===== config.mk =====
export PLATFORM = sky130hd
export DESIGN_NAME = lsi_core
export DESIGN_NICKNAME = d
export VERILOG_FILES = /design/src/mcp_pkg.sv /design/src/bus_pkg.sv /design/src/micro_rom.sv /design/src/control_seq.sv /design/src/data_path.sv /design/src/result_queue.sv /design/src/lsi_core.sv
export SDC_FILE = /design/constraint.sdc
export NUM_CORES = 1
export LEC_CHECK = 0
export ABC_AREA = 1
export BUFFER_PORTS_ARGS = -buffer_cell sky130_fd_sc_hd__buf_4
export CORE_MARGIN = 10
export CORE_UTILIZATION = 65
export DETAILED_ROUTE_END_ITERATION = 16
export GPL_TIMING_DRIVEN = 0
export PLACE_DENSITY = 0.79
export SLEW_MARGIN = 20
export SYNTH_ARGS = -nofsm -noshare
export SYNTH_HDL_FRONTEND = slang
export SYNTH_HIERARCHICAL = 1
export SYNTH_SLANG_ARGS = --single-unit

===== constraint.sdc =====
create_clock -name clk -period 5.2 [get_ports clk]
set_clock_uncertainty 0.05 [all_clocks]
set_input_delay 0.26 -clock clk [delete_from_list [all_inputs] [get_ports clk]]
set_output_delay 0.26 -clock clk [all_outputs]
set_load 0.01 [all_outputs]

===== src/mcp_pkg.sv =====
`default_nettype none

package mcp_pkg;

   localparam int ROM_DEPTH = 64;                        // Words in the microcode table

   typedef logic [$clog2(ROM_DEPTH)-1:0] uaddr_t;        // Microcode address
   typedef logic [21:0]                  uword_t;        // Microinstruction word
   typedef logic [2:0]                   alu_op_t;       // ALU function select

   // Microword field positions, top down
   localparam int UW_ALU_MSB  = 21;
   localparam int UW_ALU_LSB  = 19;
   localparam int UW_SRC_IMM  = 18;                      // Operand B from immediate
   localparam int UW_REG_WR   = 17;                      // Write ALU result back
   localparam int UW_EMIT     = 16;                      // Push ALU result to host
   localparam int UW_LAST     = 15;                      // End of microroutine
   localparam int UW_SEQ_NEXT = 14;                      // Branch to next_addr
   localparam int UW_NEXT_MSB = 13;
   localparam int UW_NEXT_LSB = 8;                       // Bits 7..0 are spare

   localparam alu_op_t ALU_PASS = 3'd0;                  // Operand B straight through
   localparam alu_op_t ALU_ADD  = 3'd1;
   localparam alu_op_t ALU_SUB  = 3'd2;
   localparam alu_op_t ALU_XOR  = 3'd3;
   localparam alu_op_t ALU_ROL1 = 3'd4;                  // Rotate register left by one

   // Microroutine entry points
   localparam uaddr_t ENT_LOAD = 6'd0;
   localparam uaddr_t ENT_ADD  = 6'd1;
   localparam uaddr_t ENT_SUB  = 6'd2;
   localparam uaddr_t ENT_XOR  = 6'd3;
   localparam uaddr_t ENT_SWAP = 6'd8;                   // Eight rotates and an emit follow

   // Four-phase microcycle, one-hot
   typedef enum logic [3:0]
   {
      PH_C1 = 4'b0001,
      PH_C2 = 4'b0010,
      PH_C3 = 4'b0100,
      PH_C4 = 4'b1000
   } phase_t;

endpackage

`default_nettype wire


===== src/bus_pkg.sv =====
`default_nettype none

package bus_pkg;

   localparam int NUM_REGS = 8;                          // General registers in the core

   typedef logic [2:0]                  opcode_t;        // Macro opcode
   typedef logic [$clog2(NUM_REGS)-1:0] reg_idx_t;       // Register index
   typedef logic [15:0]                 word_t;          // Data word

   localparam opcode_t OP_LOAD = 3'd0;
   localparam opcode_t OP_ADD  = 3'd1;
   localparam opcode_t OP_SUB  = 3'd2;
   localparam opcode_t OP_XOR  = 3'd3;
   localparam opcode_t OP_SWAP = 3'd4;                   // Codes 5..7 run as LOAD

   localparam int INSTR_CREDITS = 2;                     // Core instruction buffer depth
   localparam int RES_CREDITS   = 4;                     // Host result buffer depth
   localparam int RQ_DEPTH      = 4;                     // Core result FIFO depth

   typedef logic [$clog2(RES_CREDITS+1)-1:0] credit_t;   // Result credit count

endpackage

`default_nettype wire


===== src/micro_rom.sv =====
`default_nettype none
`timescale 1ns/1ps

module micro_rom
(
   input  wire              clk,
   input  wire              rst_n,
   input  wire mcp_pkg::phase_t phase,
   input  wire mcp_pkg::uaddr_t rom_addr,
   input  wire              rom_sel,                      // Low reads the no-op word
   output mcp_pkg::uword_t  uword
);

   mcp_pkg::uaddr_t addr_q;                               // Address taken in C2
   mcp_pkg::uword_t rom_word;                             // Array output

   // Pack the microword fields
   function automatic mcp_pkg::uword_t uw
   (
      mcp_pkg::alu_op_t op,
      logic             imm,
      logic             wr,
      logic             emit,
      logic             last,
      logic             seq,
      mcp_pkg::uaddr_t  nxt
   );
      return {op, imm, wr, emit, last, seq, nxt, 8'h00};
   endfunction

   // Microcode table
   always_comb
   begin
      case (addr_q) inside
         mcp_pkg::ENT_LOAD: rom_word = uw(mcp_pkg::ALU_PASS, 1'b1, 1'b1, 1'b0, 1'b1, 1'b0, '0);
         mcp_pkg::ENT_ADD:  rom_word = uw(mcp_pkg::ALU_ADD,  1'b1, 1'b1, 1'b1, 1'b1, 1'b0, '0);
         mcp_pkg::ENT_SUB:  rom_word = uw(mcp_pkg::ALU_SUB,  1'b1, 1'b1, 1'b1, 1'b1, 1'b0, '0);
         mcp_pkg::ENT_XOR:  rom_word = uw(mcp_pkg::ALU_XOR,  1'b1, 1'b1, 1'b1, 1'b1, 1'b0, '0);
         [mcp_pkg::ENT_SWAP : mcp_pkg::ENT_SWAP + 6'd7]:  // Rotate step, chain to next word
            rom_word = uw(mcp_pkg::ALU_ROL1, 1'b0, 1'b1, 1'b0, 1'b0, 1'b1, addr_q + 6'd1);
         mcp_pkg::ENT_SWAP + 6'd8:                        // Emit the swapped register
            rom_word = uw(mcp_pkg::ALU_PASS, 1'b0, 1'b0, 1'b1, 1'b1, 1'b0, '0);
         default:           rom_word = '0;                // Unused words are no-ops
      endcase
   end

   // Address latch in C2, array read in C3, word held until the next read
   always_ff @(posedge clk or negedge rst_n)
   begin
      if (!rst_n)
      begin
         addr_q <= '0;
         uword  <= '0;
      end
      else
      begin
         if (phase == mcp_pkg::PH_C2)
            addr_q <= rom_addr;
         if (phase == mcp_pkg::PH_C3)
            uword <= rom_sel ? rom_word : '0;             // Deselected chip gives no-op
      end
   end

endmodule

`default_nettype wire


===== src/control_seq.sv =====
`default_nettype none
`timescale 1ns/1ps

module control_seq
(
   input  wire                    clk,
   input  wire                    rst_n,
   input  wire                    instr_valid,
   input  wire bus_pkg::opcode_t  instr_op,
   input  wire bus_pkg::reg_idx_t instr_reg,
   input  wire bus_pkg::word_t    instr_imm,
   input  wire mcp_pkg::uword_t   uword,
   input  wire                    res_space,
   output logic                   instr_credit,
   output mcp_pkg::phase_t        phase,
   output mcp_pkg::uaddr_t        rom_addr,
   output logic                   rom_sel,
   output bus_pkg::reg_idx_t      cur_reg,
   output bus_pkg::word_t         cur_imm
);

   typedef enum logic {SEQ_IDLE, SEQ_RUN} seq_state_t;

   bus_pkg::opcode_t  buf_op  [bus_pkg::INSTR_CREDITS];   // Instruction buffer
   bus_pkg::reg_idx_t buf_reg [bus_pkg::INSTR_CREDITS];
   bus_pkg::word_t    buf_imm [bus_pkg::INSTR_CREDITS];
   logic [$clog2(bus_pkg::INSTR_CREDITS)-1:0]   buf_wr;
   logic [$clog2(bus_pkg::INSTR_CREDITS)-1:0]   buf_rd;
   logic [$clog2(bus_pkg::INSTR_CREDITS+1)-1:0] buf_cnt;

   seq_state_t      seq_state;
   mcp_pkg::phase_t phase_nxt;
   logic            stall;                                 // Emit with result FIFO full
   logic            c1_end;                                // C1 closes this clock
   logic            follow;                                // Branch within routine
   logic            rtn_end;                               // Routine done or idle
   logic            dispatch;                              // Start next instruction

   // Map a macro opcode to its microroutine
   function automatic mcp_pkg::uaddr_t entry_of(bus_pkg::opcode_t op);
      case (op)
         bus_pkg::OP_LOAD: return mcp_pkg::ENT_LOAD;
         bus_pkg::OP_ADD:  return mcp_pkg::ENT_ADD;
         bus_pkg::OP_SUB:  return mcp_pkg::ENT_SUB;
         bus_pkg::OP_XOR:  return mcp_pkg::ENT_XOR;
         bus_pkg::OP_SWAP: return mcp_pkg::ENT_SWAP;
         default:          return mcp_pkg::ENT_LOAD;
      endcase
   endfunction

   assign stall    = (phase == mcp_pkg::PH_C1) && uword[mcp_pkg::UW_EMIT] && !res_space;
   assign c1_end   = (phase == mcp_pkg::PH_C1) && !stall;
   assign follow   = c1_end && (seq_state == SEQ_RUN) && uword[mcp_pkg::UW_SEQ_NEXT];
   assign rtn_end  = c1_end && !follow && ((seq_state == SEQ_IDLE) || uword[mcp_pkg::UW_LAST]);
   assign dispatch = rtn_end && (buf_cnt != '0);
   assign rom_sel  = (seq_state == SEQ_RUN);               // ROM off while idle

   // Phase generator, frozen in C1 on stall
   always_comb
   begin
      case (phase)
         mcp_pkg::PH_C1: phase_nxt = stall ? mcp_pkg::PH_C1 : mcp_pkg::PH_C2;
         mcp_pkg::PH_C2: phase_nxt = mcp_pkg::PH_C3;
         mcp_pkg::PH_C3: phase_nxt = mcp_pkg::PH_C4;
         default:        phase_nxt = mcp_pkg::PH_C1;
      endcase
   end

   always_ff @(posedge clk or negedge rst_n)
   begin
      if (!rst_n)
      begin
         phase        <= mcp_pkg::PH_C1;
         seq_state    <= SEQ_IDLE;
         rom_addr     <= '0;
         instr_credit <= 1'b0;
         buf_wr       <= '0;
         buf_rd       <= '0;
         buf_cnt      <= '0;
      end
      else
      begin
         phase        <= phase_nxt;
         instr_credit <= dispatch;                         // Slot freed, credit back
         if (follow)
            rom_addr <= uword[mcp_pkg::UW_NEXT_MSB:mcp_pkg::UW_NEXT_LSB];
         else if (dispatch)
         begin
            rom_addr  <= entry_of(buf_op[buf_rd]);
            seq_state <= SEQ_RUN;
         end
         else if (rtn_end)
            seq_state <= SEQ_IDLE;                         // Nothing buffered
         if (instr_valid)
            buf_wr <= buf_wr + 1'b1;
         if (dispatch)
            buf_rd <= buf_rd + 1'b1;
         if (instr_valid && !dispatch)
            buf_cnt <= buf_cnt + 1'b1;
         else if (!instr_valid && dispatch)
            buf_cnt <= buf_cnt - 1'b1;
      end
   end

   // Buffer slots and current operands
   always_ff @(posedge clk)
   begin
      if (instr_valid)
      begin
         buf_op[buf_wr]  <= instr_op;
         buf_reg[buf_wr] <= instr_reg;
         buf_imm[buf_wr] <= instr_imm;
      end
      if (dispatch)
      begin
         cur_reg <= buf_reg[buf_rd];
         cur_imm <= buf_imm[buf_rd];
      end
   end

endmodule

`default_nettype wire


===== src/data_path.sv =====
`default_nettype none
`timescale 1ns/1ps

module data_path
(
   input  wire                    clk,
   input  wire                    rst_n,
   input  wire mcp_pkg::phase_t   phase,
   input  wire mcp_pkg::uword_t   uword,
   input  wire bus_pkg::reg_idx_t cur_reg,
   input  wire bus_pkg::word_t    cur_imm,
   output bus_pkg::word_t         alu_out
);

   bus_pkg::word_t   regs [bus_pkg::NUM_REGS];             // Register file
   bus_pkg::word_t   opnd_a;                               // Register operand, loaded in C4
   bus_pkg::word_t   opnd_b;                               // Immediate or register
   mcp_pkg::alu_op_t alu_op;
   logic             reg_we;

   assign alu_op = uword[mcp_pkg::UW_ALU_MSB:mcp_pkg::UW_ALU_LSB];
   assign opnd_b = uword[mcp_pkg::UW_SRC_IMM] ? cur_imm : opnd_a;

   // A stall repeats C1, so the result comes from the latched operand
   // and the same value is written again
   assign reg_we = (phase == mcp_pkg::PH_C1) && uword[mcp_pkg::UW_REG_WR];

   always_comb
   begin
      case (alu_op)
         mcp_pkg::ALU_ADD:  alu_out = opnd_a + opnd_b;     // Wraps at 16 bits
         mcp_pkg::ALU_SUB:  alu_out = opnd_a - opnd_b;
         mcp_pkg::ALU_XOR:  alu_out = opnd_a ^ opnd_b;
         mcp_pkg::ALU_ROL1: alu_out = {opnd_a[14:0], opnd_a[15]};
         default:           alu_out = opnd_b;              // PASS and spare codes
      endcase
   end

   // Operand latch, C4 is never stretched
   always_ff @(posedge clk)
   begin
      if (phase == mcp_pkg::PH_C4)
         opnd_a <= regs[cur_reg];
   end

   always_ff @(posedge clk or negedge rst_n)
   begin
      if (!rst_n)
      begin
         for (int i = 0; i < bus_pkg::NUM_REGS; i++)
            regs[i] <= '0;
      end
      else if (reg_we)
         regs[cur_reg] <= alu_out;                         // Write back at end of C1
   end

endmodule

`default_nettype wire


===== src/result_queue.sv =====
`default_nettype none
`timescale 1ns/1ps

module result_queue
(
   input  wire                    clk,
   input  wire                    rst_n,
   input  wire mcp_pkg::phase_t   phase,
   input  wire mcp_pkg::uword_t   uword,
   input  wire bus_pkg::word_t    alu_out,
   input  wire bus_pkg::reg_idx_t cur_reg,
   input  wire                    res_credit,
   output logic                   res_space,
   output logic                   res_valid,
   output bus_pkg::word_t         res_data,
   output bus_pkg::reg_idx_t      res_reg
);

   bus_pkg::word_t    q_data [bus_pkg::RQ_DEPTH];
   bus_pkg::reg_idx_t q_reg  [bus_pkg::RQ_DEPTH];
   logic [$clog2(bus_pkg::RQ_DEPTH)-1:0]   wr_ptr;
   logic [$clog2(bus_pkg::RQ_DEPTH)-1:0]   rd_ptr;
   logic [$clog2(bus_pkg::RQ_DEPTH+1)-1:0] count;          // FIFO occupancy
   bus_pkg::credit_t                       credits;        // Free slots at host
   logic                                   push;
   logic                                   pop;

   assign res_space = (count < bus_pkg::RQ_DEPTH);
   assign push      = (phase == mcp_pkg::PH_C1) && uword[mcp_pkg::UW_EMIT] && res_space;
   assign pop       = (count != '0) && (credits != '0);     // One beat per clock

   always_ff @(posedge clk or negedge rst_n)
   begin
      if (!rst_n)
      begin
         wr_ptr    <= '0;
         rd_ptr    <= '0;
         count     <= '0;
         credits   <= bus_pkg::credit_t'(bus_pkg::RES_CREDITS);
         res_valid <= 1'b0;
      end
      else
      begin
         res_valid <= pop;
         if (push)
            wr_ptr <= wr_ptr + 1'b1;
         if (pop)
            rd_ptr <= rd_ptr + 1'b1;
         if (push && !pop)
            count <= count + 1'b1;
         else if (!push && pop)
            count <= count - 1'b1;
         if (res_credit && !pop)
            credits <= credits + 1'b1;                     // Host drained one
         else if (!res_credit && pop)
            credits <= credits - 1'b1;
      end
   end

   // Payload storage and output beat
   always_ff @(posedge clk)
   begin
      if (push)
      begin
         q_data[wr_ptr] <= alu_out;
         q_reg[wr_ptr]  <= cur_reg;
      end
      if (pop)
      begin
         res_data <= q_data[rd_ptr];
         res_reg  <= q_reg[rd_ptr];
      end
   end

endmodule

`default_nettype wire


===== src/lsi_core.sv =====
`default_nettype none
`timescale 1ns/1ps

module lsi_core
(
   input  wire                    clk,
   input  wire                    rst_n,
   input  wire                    instr_valid,
   input  wire bus_pkg::opcode_t  instr_op,
   input  wire bus_pkg::reg_idx_t instr_reg,
   input  wire bus_pkg::word_t    instr_imm,
   output logic                   instr_credit,
   output logic                   res_valid,
   output bus_pkg::word_t         res_data,
   output bus_pkg::reg_idx_t      res_reg,
   input  wire                    res_credit
);

   mcp_pkg::phase_t   phase;                               // One-hot microcycle phase
   mcp_pkg::uaddr_t   rom_addr;
   logic              rom_sel;
   mcp_pkg::uword_t   uword;                               // Microinstruction bus
   bus_pkg::reg_idx_t cur_reg;
   bus_pkg::word_t    cur_imm;
   bus_pkg::word_t    alu_out;
   logic              res_space;

   control_seq control_seq_i
   (
      .clk(clk), .rst_n(rst_n),
      .instr_valid(instr_valid), .instr_op(instr_op),
      .instr_reg(instr_reg), .instr_imm(instr_imm),
      .uword(uword), .res_space(res_space), .instr_credit(instr_credit),
      .phase(phase), .rom_addr(rom_addr), .rom_sel(rom_sel),
      .cur_reg(cur_reg), .cur_imm(cur_imm)
   );

   micro_rom micro_rom_i
   (
      .clk(clk), .rst_n(rst_n), .phase(phase),
      .rom_addr(rom_addr), .rom_sel(rom_sel), .uword(uword)
   );

   data_path data_path_i
   (
      .clk(clk), .rst_n(rst_n), .phase(phase), .uword(uword),
      .cur_reg(cur_reg), .cur_imm(cur_imm), .alu_out(alu_out)
   );

   result_queue result_queue_i
   (
      .clk(clk), .rst_n(rst_n), .phase(phase), .uword(uword),
      .alu_out(alu_out), .cur_reg(cur_reg), .res_credit(res_credit),
      .res_space(res_space), .res_valid(res_valid),
      .res_data(res_data), .res_reg(res_reg)
   );

endmodule

`default_nettype wire


# [Word-level counts from Yosys, hierarchy flattened]
# Memories as Yosys holds them, arrays and structs flattened. A register that Yosys moved wholly into a read port is not among the register bits.
# Index checks and enable logic that the tools add are counted.
[totals] regBits=199 latch_bits=0 ram_bits=120 romBits=0 out_inout_bits=21 wordCells=136 memories=5
[memory_table] memory="result_queue_i.q_data" depth=4 width=16 rd=1 rd_ports_with_merged_regs=1 wr=1 line_no="result_queue.sv:19" text="bus_pkg::word_t q_data [bus_pkg::RQ_DEPTH];"
[memory_table] memory="control_seq_i.buf_imm" depth=2 width=16 rd=1 rd_ports_with_merged_regs=1 wr=1 line_no="control_seq.sv:26" text="bus_pkg::word_t buf_imm [bus_pkg::INSTR_CREDITS];"
[memory_table] memory="result_queue_i.q_reg" depth=4 width=3 rd=1 rd_ports_with_merged_regs=1 wr=1 line_no="result_queue.sv:20" text="bus_pkg::reg_idx_t q_reg [bus_pkg::RQ_DEPTH];"
[memory_table] memory="control_seq_i.buf_op" depth=2 width=3 rd=1 rd_ports_with_merged_regs=0 wr=1 line_no="control_seq.sv:24" text="bus_pkg::opcode_t buf_op [bus_pkg::INSTR_CREDITS];"
[memory_table] memory="control_seq_i.buf_reg" depth=2 width=3 rd=1 rd_ports_with_merged_regs=1 wr=1 line_no="control_seq.sv:25" text="bus_pkg::reg_idx_t buf_reg [bus_pkg::INSTR_CREDITS];"
[classes] add_sub_neg=13 n_mul=0 div=0 magnitude_cmp=5 n_eq_ne=16 n_shift=0 muxes=32 n_bitwise=4 n_reduce_logical=38
[ops] operator="two-way mux 22 bit" count=6
[ops] operator="bitwise mux 128 bit" count=1
[ops] operator="two-way mux 16 bit" count=4
[ops] operator="case mux 16 bit (4 select lines)" count=1
[ops] operator="binary-select mux 16 bit (select 3 bit)" count=1
[ops] operator="demux 16 bit (select 3 bit)" count=1
[ops] operator="logical AND 1 bit" count=19
[ops] operator="two-way mux 17 bit" count=1
[ops] operator="adder 16 bit" count=1
[ops] operator="case mux 4 bit (4 select lines)" count=1
[ops] operator="subtractor 16 bit" count=1
[ops] operator="XOR 16 bit" count=1
[ops] operator="== test 3 x 2 -> 1 bit (second input constant)" count=4
[ops] operator="== test 6 x 2 -> 1 bit (second input constant)" count=2
[ops] operator="two-way mux 3 bit" count=4
[ops] operator="two-way mux 6 bit" count=2
[ops] operator="case mux 4 bit (3 select lines)" count=1
[ops] operator="nonzero test 2 bit" count=6
[ops] operator="logical NOT 1 bit" count=8
[ops] operator="adder 2 x 1 -> 2 bit (second input constant)" count=3
[ops] operator="adder 3 x 1 -> 3 bit (second input constant)" count=2
[ops] operator="adder 6 x 1 -> 6 bit (second input constant)" count=1
[ops] operator="== test 3 x 1 -> 1 bit (second input constant)" count=2
[ops] operator="== test 3 bit (second input constant)" count=2
[ops] operator="22 further kinds" count=33

# [Logic depth before layout (Yosys ltp)]
# Gate-level depths: netlist (run 1).
[logic_depth] ltp_word=14 mapped_depth=25 depth_no_buf=24

# [Modules after synthesis]
# The synthesis (run 1) kept the hierarchy.
[by_module_without_submodules] module="data_path" instances=1 cells_per_inst=1035 area_per_inst_um2=8167.8 seq_area_each_um2=3683.5
[by_module_without_submodules] module="result_queue" instances=1 cells_per_inst=326 area_per_inst_um2=4340.4 seq_area_each_um2=3129.3
[by_module_without_submodules] module="control_seq" instances=1 cells_per_inst=224 area_per_inst_um2=2972.9 seq_area_each_um2=2293.4
[by_module_without_submodules] module="micro_rom" instances=1 cells_per_inst=118 area_per_inst_um2=1009.7 seq_area_each_um2=475.5

# [Least setup slack after synthesis (run 1)]
# OpenSTA, ideal clock, no wires.
[synth_path] kind="register to register" startpoint="reg micro_rom_i.uword[18]" endpoint="mem result_queue_i/q_data[0][9] (netlist bit), data pin" setup_ps=343 arrival_time_ps=2719 required_ps=4807 path_slack_ps=2088 stages_incl_launch_ff=18 n_path_buf=1 period_less_slack_ps=3112 path_cell_list="dfrtp_1 -> buf_6 -> nand2_1 -> o21ai_2 -> inv_1 -> ha_1 -> inv_1 -> nor3_2 -> nand3_1 -> nor2_2 -> a21oi_1 -> xor2_1 -> ha_1 -> a21oi_1 -> a21boi_0 -> nand2_1 -> o21ai_0 -> nand3_1"
[synth_between] elab_chain_cells=3 word_cells_on_any_way=5 cone_classes="add/sub: 2; mux: 2; bitwise: 1"
[synth_rtl] item="from (decl)" line_no="micro_rom.sv:11" text="output mcp_pkg::uword_t uword"
[synth_rtl] item="from (signal assigned)" line_no="micro_rom.sv:60" text="uword <= rom_sel ? rom_word : '0;"
[synth_rtl] item="two-way mux 16 bit (*)" line_no="data_path.sv:22" text="assign opnd_b = uword[mcp_pkg::UW_SRC_IMM] ? cur_imm : opnd_a;"
[synth_rtl] item="subtractor 16 bit, or another cell as far along" line_no="data_path.sv:32" text="mcp_pkg::ALU_SUB: alu_out = opnd_a - opnd_b;"
[synth_rtl] item="case mux 16 bit (4 select lines) (*)" line_no="data_path.sv:30" text="case (alu_op)"
[synth_rtl] item="net alu_out[9]" line_no="lsi_core.sv:25" text="bus_pkg::word_t alu_out;"
[synth_rtl] item="to (decl)" line_no="result_queue.sv:19"
# The timed path passes the listed nets; every way through them passes the cells marked *.

# [Final worst setup path (run 1)]
[layout_path] startpoint="reg micro_rom_i.uword[18]" endpoint="reg data_path_i/regs[57] (netlist bit)"
[layout_between] elab_chain_cells=4 word_cells_on_any_way=6 cone_classes="add/sub: 2; mux: 3; bitwise: 1"
[layout_rtl] item="two-way mux 16 bit (*)" line_no="data_path.sv:22"
[layout_rtl] item="subtractor 16 bit, or another cell as far along" line_no="data_path.sv:32"
[layout_rtl] item="case mux 16 bit (4 select lines) (*)" line_no="data_path.sv:30"
[layout_rtl] item="net alu_out[9]" line_no="lsi_core.sv:25"
[layout_rtl] item="bitwise mux 128 bit (*)" line_no="data_path.sv:54" text="regs[cur_reg] <= alu_out;"
[layout_rtl] item="to (signal, indexed assignment)" line_no="data_path.sv:54"
[layout_rtl] item="to (decl)" line_no="data_path.sv:15" text="bus_pkg::word_t regs [bus_pkg::NUM_REGS];"
# Marks and branches as above.
# A chain may end at the register's enable or synchronous reset.

==> metrics.txt, run 1 <==
outcome completed; Setup-failing EPs final 0; reported leakage power around 8.7 nW; post-synthesis instance area 16400 µm²; Die ar. about 32000 µm²; detail-routed via count per cell about 5.8; clk root buf clkbuf_16; DRT antenna net count 0; number of resized instances in the post-cts repair step 0; Hold Fails Final Rpt 0; number of flip-flops under the largest register name 128; TritonCTS clock tree yes; Layout Utilization 0.749; Arr. time, crit path about 4.5 ns; Post-layout nets 1868; highest clock rate between 0.2 and 0.25 GHz; Crit Path Max Fanout 12; placed instance count between 2k and 2.5k; registers with the highest flip-flop counts data_path_i/regs (128), result_queue_i/q_data (64), control_seq_i/buf_imm (32); Detailed Routing Iterations Pass 1 5; die outline width about 180 µm; type of element launching the critical path flip-flop; net count after synthesis ~1.8k; worst-margin pin slew around 1 ns; Hold Crit Start res_credit; register name with the most flops data_path_i/regs; post-layout minimum cycle time between 4 and 5 ns; path type of the worst min-delay path in2reg; Congestion Overflow GR 0; number of primary I/O pins 47; number of inserted diodes 0; Post-Syn Instances 1694; via total after detailed routing between 10k and 15k; Required @ worst endpoint approximately 5.5 ns; drt first-iter violations 1301; final setup slack of the worst path just over 1 ns; Max transition margin 0.313; beginning of the critical path micro_rom_i/uword[18]; Critical R2R Capture data_path_i/regs[57]; RSZ-0062 raised after global routing false; HPWL Detailed approximately 28000 µm; maximum vdd drop around 0.43 mV; core region area roughly 25000 µm²; number of cell rows 58; worst setup slack after placement approximately 1.1 ns; Total Power Consumption roughly 0.012 W; clock sinks about 350; worst setup slack for register-to-register paths about 1.0 ns; post-CTS repair timing setup buffer count 0; H-tree depth reported by CTS 2; maximum number of pins on one net before global-route repair 79; count of unresolved DRC violations after routing 0; clock network latency to the later pin of the worst-skew pair roughly 0.52 ns; Mapped Avg Cell Area between 9 and 10 µm²; Final Non-Filler Cells ~2.2k; setup TNS 0 ns; Worst setup EP type flip-flop; number of buffer cells added on primary ports 46; via count of the first global-routing pass 12.2k; Clock Tree Buf Depth 3; initial antenna violation count 0; first-pass GRT wire length approximately 65000 µm; average wire per cell in the routed design 18.5 µm; clock transition at the register clock pins on the worst setup and hold paths after CTS about 0.06 ns; endpoint with the worst hold slack result_queue_i/credits[0]; number of fill cells in the layout between 1.5k and 2k; worst r2r path cells 19; register cell area after layout around 9600 µm²; count of warnings emitted by yosys 6; share of post-route cells with drive strength above 1 0.155; Hold Crit Depth 3; WS Path Type reg2reg; Area Growth Syn to Fin 14.2%; die height approximately 180 µm; critical register-to-register path startpoint micro_rom_i/uword[18]; power per standard cell area ~630 nW/µm²; Final Max Tran Viols 0; Final Routed Wirelength approximately 40000 µm; total clock buffers created by CTS 36; final clock period utilization by the worst path 0.806; global-route usage over all layers 0.257; total area of multi-input combinational cells ~5800 µm²; # Max-Cap Violations 0; effective utilization at floorplan 0.656; placer congestion estimate ~0.94
==> power by group <==
| group | switching, W | total (W) | leakage (nW) | internal [W] |
|---|---|---|---|---|
| Clock | 0.00104 | 0.00251 | 0.560 | 0.00146 |
| Sequential | 0.000442 | 0.00443 | 3.90 | 0.00399 |
| Combinational | 0.00347 | 0.00496 | 4.22 | 0.00149 |
| Total | 0.00495 | 0.0119 | 8.68 | 0.00694 |
==> worst max-delay path by stage <==
stage / to / depth (start not counted)
global route: result_queue_i/q_data[1][14] / 20
floorplan: result_queue_i/q_data[0][9] / 17
CTS: data_path_i/regs[57] / 19
global placement: result_queue_i/q_data[1][14] / 19
finish: data_path_i/regs[57] / 19
detailed placement: result_queue_i/q_data[1][14] / 20
==> repair_timing <==
item | in CTS | in global routing
hold endpoints to repair | 142 | 0
endpoints found under the setup margin | 0 | 0
hold buffers | 24 | 0
==> area by class of cell <==
type,count,area share
well taps,330,0.0220
clock buffers,46,0.0511
plain buffers,51,0.0169
flip-flops and latches,348,0.511
clock inverters,19,0.00994
repair buffers,80,0.0394
multi-input cells,1101,0.311
inverters,194,0.0388
==> routing by layer <==
layer	part of all wire	wire (µm)	global-route usage
met4	0.028	1110	0.0813
met2	0.47	19000	0.420
met1	0.42	16700	0.342
met5	0	0	0
met3	0.083	3350	0.0474
==> critical path, cell delays in order, from the launching register on <==
cell and delay [ns]:
dfrtp_1 0.42, buf_6 0.17, nand2_1 0.08, o21ai_2 0.11, inv_1 0.08, ha_1 0.15, inv_1 0.06, nor3_2 0.22
nand3_1 0.14, nor2_2 0.18, a21oi_1 0.10, xor2_1 0.18, ha_1 0.34, a21oi_1 0.20, a21boi_0 0.29, nand2_1 0.15
o21ai_0 0.18, nand3_1 0.56, nand2_1 0.27, o21ai_0 0.14
==> placed cells by master, fill, tap and decap left out, types with 27 or more instances in the layout <==
cell type and instances:
o21ai_0 70, nor2_1 49, nand3_1 49, buf_4 52
inv_1 164, edfxtp_1 174, ha_1 27, nand2_1 611
a21oi_1 39, clkbuf_16 36, buf_2 28, dfrtp_1 172
inv_2 30
==> through the flow <==
stage                     hold WS (ns)  area (µm²)
after global routing            0.0845       18800
after detailed placement        0.0706       17400
after floorplan                -0.0856       16400
after global placement           0.394       17200
final                           0.0843       18800
after CTS                       0.0753       18800
No activity file was read; power rests on OpenSTA's default activity.
==> run 2: changes to the inputs <==
- ABC_AREA: 1 -> 0
- CORE_UTILIZATION: 65 -> 62
- PLACE_DENSITY: 0.79 -> 0.75
- clock period: 5.2 -> 4.07 ns (I/O delays scaled with it)
==> run 2 against run 1 <==
- via count fell by 9.5%
- wire length rose by 1.3%
- worst setup slack got worse by 0.93 ns
- critical path depth fell by 4
- synthesized cell count fell by 25%
- critical path type unchanged
==> metrics.txt, run 2 <==
via total after detailed routing roughly 11k; post-layout minimum cycle time 3.99 ns; first-pass GRT wire length around 63000 µm; Slowest Stage Delay on Critical Path roughly 0.47 ns; Congestion Overflow GR 0; placer congestion estimate 0.918; clk root buf clkbuf_16; Max transition margin 0.307; worst r2r path cells 15; share of post-route cells with drive strength above 1 0.197; final clock period utilization by the worst path 0.980; Arr. time, crit path about 4.3 ns; post-synthesis instance area ~16000 µm²; H-tree depth reported by CTS 2; reported leakage power slightly above 7 nW; HPWL Detailed 26400 µm; global routing met2 resource utilization 0.389; most frequent standard cell in the layout excluding fill and tap cells edfxtp_1; # Max-Cap Violations 0; Crit Path Max Fanout 11; Layout Utilization 0.741; Post-Syn Instances between 1k and 1.5k; endpoint with the worst hold slack result_queue_i/credits[0]; initial antenna violation count 0; Setup-failing EPs final 0; number of buffer cells added on primary ports between 40 and 50; Hold Fails Final Rpt 0; met1 capacity usage during global routing 0.329; crit-path cells buf_4 -> clkbuf_1 -> inv_2 -> nand3_2 -> nor2_1 -> a21oi_1 -> fa_1 -> a211oi_1 -> o211ai_1 -> buf_4 -> a41oi_1 -> xnor2_1 -> a21oi_4 -> buf_4 -> a21oi_1; number of flip-flops under the largest register name roughly 130; core region area 25200 µm²; met3 GRT Util 0.0446; crit path max-delay cell type fa_1; worst-margin pin slew 1.04 ns; layer carrying the most global-route usage met2; average wire per cell in the routed design about 23 µm; Mapped Avg Cell Area approximately 12 µm²; global-route usage over all layers 0.243; Critical R2R Capture data_path_i/regs[44]; die outline width about 180 µm; worst setup slack for register-to-register paths between 0.08 and 0.09 ns; via count of the first global-routing pass around 11k; path type of the worst min-delay path in2reg; most prevalent standard cell on the critical path buf_4; Hold Crit Start res_credit; WS Path Type reg2reg; highest clock rate between 0.2 and 0.3 GHz; number of inserted diodes 0; clock transition at the register clock pins on the worst setup and hold paths after CTS ~0.06 ns; power per standard cell area slightly below 900 nW/µm²; Worst setup EP type flip-flop; Final Routed Wirelength between 40000 and 50000 µm; total clock buffers created by CTS 36; critical register-to-register path startpoint micro_rom_i/uword[14]; Post-layout nets between 1k and 1.5k; number of primary I/O pins 47; DRT antenna net count 0; effective utilization at floorplan 0.631; leading cell types in the layout, fill and taps excluded edfxtp_1 (174), dfrtp_1 (172), nand2_1 (114), nor2_1 (84), o21ai_0 (79); count of unresolved DRC violations after routing 0; outcome completed; maximum vdd drop 0.573 mV; maximum number of pins on one net before global-route repair 95; registers with the highest flip-flop counts data_path_i/regs (128), result_queue_i/q_data (64), control_seq_i/buf_imm (32); Die ar. roughly 32000 µm²; Clock Tree Buf Depth 3; clock sinks roughly 350; die height 180 µm; Hold Crit Depth 3; number of cell rows a little under 60; TritonCTS clock tree yes; count of warnings emitted by yosys 6; drt first-iter violations about 1.2k; detail-routed via count per cell roughly 6.4; register name with the most flops data_path_i/regs; Required @ worst endpoint 4.41 ns; Detailed Routing Iterations Pass 1 6; setup TNS 0 ns; clock network latency to the later pin of the worst-skew pair 0.54 ns; type of element launching the critical path flip-flop; number of fill cells in the layout between 1.5k and 2k; Final Max Tran Viols 0; Area Growth Syn to Fin 17.6%; net count after synthesis roughly 1.3k
[run 2: cell types whose count changed in the layout (fill, tap and decap cells not counted), sizes merged, moves of 16 or more]
cell	previous run	this run
mux4	0	19
o211ai	41	6
a21oi	40	76
clkbuf	56	97
mux2	0	59
nand2	636	115
xnor2	6	31
a22oi	21	75
nand3	58	5
inv	196	39
mux2i	0	16
[run 2: worst max path at each step]
stage / from / to / slack (ns) / cells after the start
global placement: micro_rom_i/uword[18] / result_queue_i/q_data[0][10] / -0.88 / 13
detailed placement: micro_rom_i/uword[18] / data_path_i/regs[125] / -0.92 / 16
floorplan: micro_rom_i/uword[18] / data_path_i/regs[109] / 0.16 / 16
CTS: micro_rom_i/uword[14] / data_path_i/regs[56] / 0.02 / 13
global route: micro_rom_i/uword[14] / data_path_i/regs[124] / -0.07 / 15
finish: micro_rom_i/uword[14] / data_path_i/regs[44] / 0.08 / 15
[run 2: per-layer routing]
metal,vias up,share of wire
li1,5038,-
met1,5650,0.41
met2,527,0.48
met3,87,0.081
met4,0,0.026
met5,-,0
[run 2: worst max-delay path, delay by kind of cell (launching register included)]
kind	cells	cell delay, ns
buf+inv	5	1.05
flops	1	0.41
fa+ha+maj	1	0.47
simple gates	2	0.48
xor+xnor	1	0.16
compound gates	6	1.22
[run 2: metrics by stage]
| stage | hold slack [ns] | cell area, µm² | worst slack, ns | std cells | power (W) |
|---|---|---|---|---|---|
| after CTS | 0.0444 | 18500 | 0.0198 | 1752 | 0.0158 |
| after global routing | 0.0602 | 18700 | -0.0671 | 1759 | 0.0170 |
| after detailed placement | 0.228 | 16800 | -0.923 | 1655 | 0.0119 |
| after global placement | 0.338 | 16600 | -0.879 | 1648 | 0.0116 |
| after floorplan | -0.142 | 15900 | 0.156 | 1272 | 0.00983 |
| final | 0.0553 | 18700 | 0.0827 | 1759 | 0.0162 |
[run 2: repair_timing]
action	4_1_cts	5_1_grt
resized for setup	28	27
hold buffers	24	0
endpoints found under the hold margin	136	0
setup buffers	8	10
endpoints found under the setup margin	138	144
pin swaps	8	8
[run 2: cell type report]
| cell class | instances | area (µm²) | area share |
|---|---|---|---|
| inverters | 37 | 139 | 0.00744 |
| multi-input cells | 820 | 6160 | 0.330 |
| plain buffers | 64 | 317 | 0.0170 |
| clock buffers | 49 | 970 | 0.0519 |
| flip-flops and latches | 348 | 9580 | 0.513 |
| clock inverters | 16 | 235 | 0.0126 |
| well taps | 330 | 413 | 0.0221 |
| repair buffers | 95 | 858 | 0.0460 |
[run 2: power by group]
part	switching [W]	leakage [nW]	internal [W]	total, W
sequential	0.000674	3.84	0.00516	0.00584
combinational	0.00427	2.78	0.00271	0.00698
clock	0.00136	0.586	0.00201	0.00337
==> run 3: changes to the inputs <==
- CTS_BUF_LIST: unset -> sky130_fd_sc_hd__clkbuf_8 sky130_fd_sc_hd__clkbuf_16
==> run 3 against run 2 <==
- clock-buffer cell count decreased by 11
- register-to-register slack about the same
- fmax about the same
- worst setup slack improved by 0.0015 ns
- first-iteration DRC count increased by 0.72%
- design area about the same
- sequential share of layout area about the same
- clock power about the same
==> metrics.txt, run 3 (synthesized netlist as in run 2, its figures left out) <==
path type of the worst min-delay path in2reg; Detailed Routing Iterations Pass 1 8; endpoint with the worst hold slack result_queue_i/credits[0]; Worst setup EP type flip-flop; number of flip-flops under the largest register name 128; combinational share of power 0.432; Layout Utilization 0.742; # Max-Cap Violations 0; Setup-failing EPs final 0; TritonCTS clock tree yes; H-tree depth reported by CTS 2; most frequent standard cell in the layout excluding fill and tap cells edfxtp_1; HPWL Detailed ~26000 µm; Crit Path Max Fanout 11; worst-margin pin slew 1.04 ns; worst setup slack after placement -0.923 ns; Post-layout nets between 1k and 1.5k; power share of the sequential group 0.361; count of unresolved DRC violations after routing 0; Final Max Tran Viols 0; clock group share of total power 0.207; Area Growth Syn to Fin 17.6%; Clock Tree Buf Depth 3; final clock period utilization by the worst path 0.979; die height 180 µm; highest clock rate approximately 0.25 GHz; number of fill cells in the layout 1652; core region area approximately 25000 µm²; worst setup slack for register-to-register paths ~0.084 ns; Worst Hold Margin 0.0552 ns; Hold Crit Depth 3; type of element launching the critical path flip-flop; via count of the first global-routing pass 11.3k; detail-routed via count per cell around 6.4; placer congestion estimate 0.918; Psw around 0.0063 W; die outline width about 180 µm; worst r2r path cells 15; clock transition at the register clock pins on the worst setup and hold paths after CTS ~0.06 ns; share of post-route cells with drive strength above 1 0.197; Arr. time, crit path between 4 and 5 ns; DRT antenna net count 0; power per standard cell area 865 nW/µm²; number of primary I/O pins 47; WS Path Type reg2reg; total clock buffers created by CTS 36; reported leakage power ~7.3 nW; Die ar. 32400 µm²; first-pass GRT wire length ~63000 µm; register name with the most flops data_path_i/regs; Switching Fraction 0.390; effective utilization at floorplan 0.631; clock network latency to the later pin of the worst-skew pair approximately 0.53 ns; Congestion Overflow GR 0; Critical R2R Capture data_path_i/regs[60]; clock sinks between 300 and 400; cell-internal power between 0.009 and 0.01 W; initial antenna violation count 0; Max transition margin 0.308; via total after detailed routing about 11k; number of buffer cells added on primary ports 46; critical register-to-register path startpoint micro_rom_i/uword[14]; global-route usage over all layers 0.243; Hold Crit Start res_credit; final setup slack of the worst path approximately 0.084 ns; Hold Fails Final Rpt 0; leading cell types in the layout, fill and taps excluded edfxtp_1 (174), dfrtp_1 (172), nand2_1 (114), nor2_1 (84), o21ai_0 (79); maximum vdd drop about 0.58 mV; registers with the highest flip-flop counts data_path_i/regs (128), result_queue_i/q_data (64), control_seq_i/buf_imm (32); clk root buf clkbuf_16; drt first-iter violations roughly 1.3k; post-layout minimum cycle time approximately 4 ns; Final Routed Wirelength around 41000 µm; number of cell rows 58; outcome completed; Required @ worst endpoint roughly 4.4 ns; average wire per cell in the routed design between 20 and 25 µm; maximum number of pins on one net before global-route repair 95
==> run 3: changes by cell type in the layout (fill, tap and decap cells not counted), sizes merged <==
cell,previous run,this run
diode,0,3
inv,39,50
clkbuf,97,86
==> run 3: cell type report <==
type / count / area, µm² / share of cell area
inverter: 37 / 139 / 0.00744
buffer: 64 / 317 / 0.0169
clock buffer: 38 / 928 / 0.0497
antenna: 3 / 7.51 / 0.000402
timing repair buffer: 95 / 858 / 0.0460
clock inverter: 27 / 277 / 0.0148
multi-input combinational: 820 / 6160 / 0.330
tap: 330 / 413 / 0.0221
sequential: 348 / 9580 / 0.513
==> run 3: critical path, stage by stage (launching register included) <==
cell and delay, ns:
dfrtp_1 0.41, buf_4 0.14, clkbuf_1 0.20, inv_2 0.28, nand3_2 0.28, nor2_1 0.19, a21oi_1 0.08, fa_1 0.47
a211oi_1 0.32, o211ai_1 0.25, buf_4 0.22, a41oi_1 0.26, xnor2_1 0.16, a21oi_4 0.26, buf_4 0.21, a21oi_1 0.07
==> run 3: how the worst max path moves through the flow <==
stage | from | end | slack, ns
floorplan | micro_rom_i/uword[18] | data_path_i/regs[109] | 0.16
global placement | micro_rom_i/uword[18] | result_queue_i/q_data[0][10] | -0.88
detailed placement | micro_rom_i/uword[18] | data_path_i/regs[125] | -0.92
CTS | micro_rom_i/uword[14] | data_path_i/regs[56] | 0.02
global route | micro_rom_i/uword[14] | data_path_i/regs[124] | -0.07
finish | micro_rom_i/uword[14] | data_path_i/regs[60] | 0.08
==> run 3: metal layers <==
layer,global-route usage,part of all wire
met1,0.329,0.42
met2,0.389,0.48
met3,0.0446,0.075
met4,0.0814,0.031
met5,0,0
==> run 3: metrics by stage <==
stage                     total power, W  instance area, µm²  std cells  TNS, ns
after floorplan                  0.00983               15900       1272        0
after detailed placement          0.0119               16800       1655   -58.39
after global routing              0.0170               18700       1759    -1.59
after global placement            0.0116               16600       1648   -65.52
after CTS                         0.0158               18500       1752        0
final                             0.0162               18700       1762        0
==> run 3: timing repair <==
action                                  in CTS  in global routing
hold buffers                                24                  0
endpoints found under the setup margin     138                144
gates resized for setup                     28                 27
endpoints found under the hold margin      136                  0
pin swaps                                    8                  8
setup buffers                                8                 10
==> run 3: power groups by stage <==
stage                     Combinational (W)  Sequential [W]  Clock, W
after floorplan                     0.00410         0.00573         0
after global placement              0.00581         0.00581         0
after detailed placement            0.00604         0.00587         0
after CTS                           0.00655         0.00582   0.00338
after global routing                0.00753         0.00595   0.00353
final                               0.00698         0.00584   0.00334
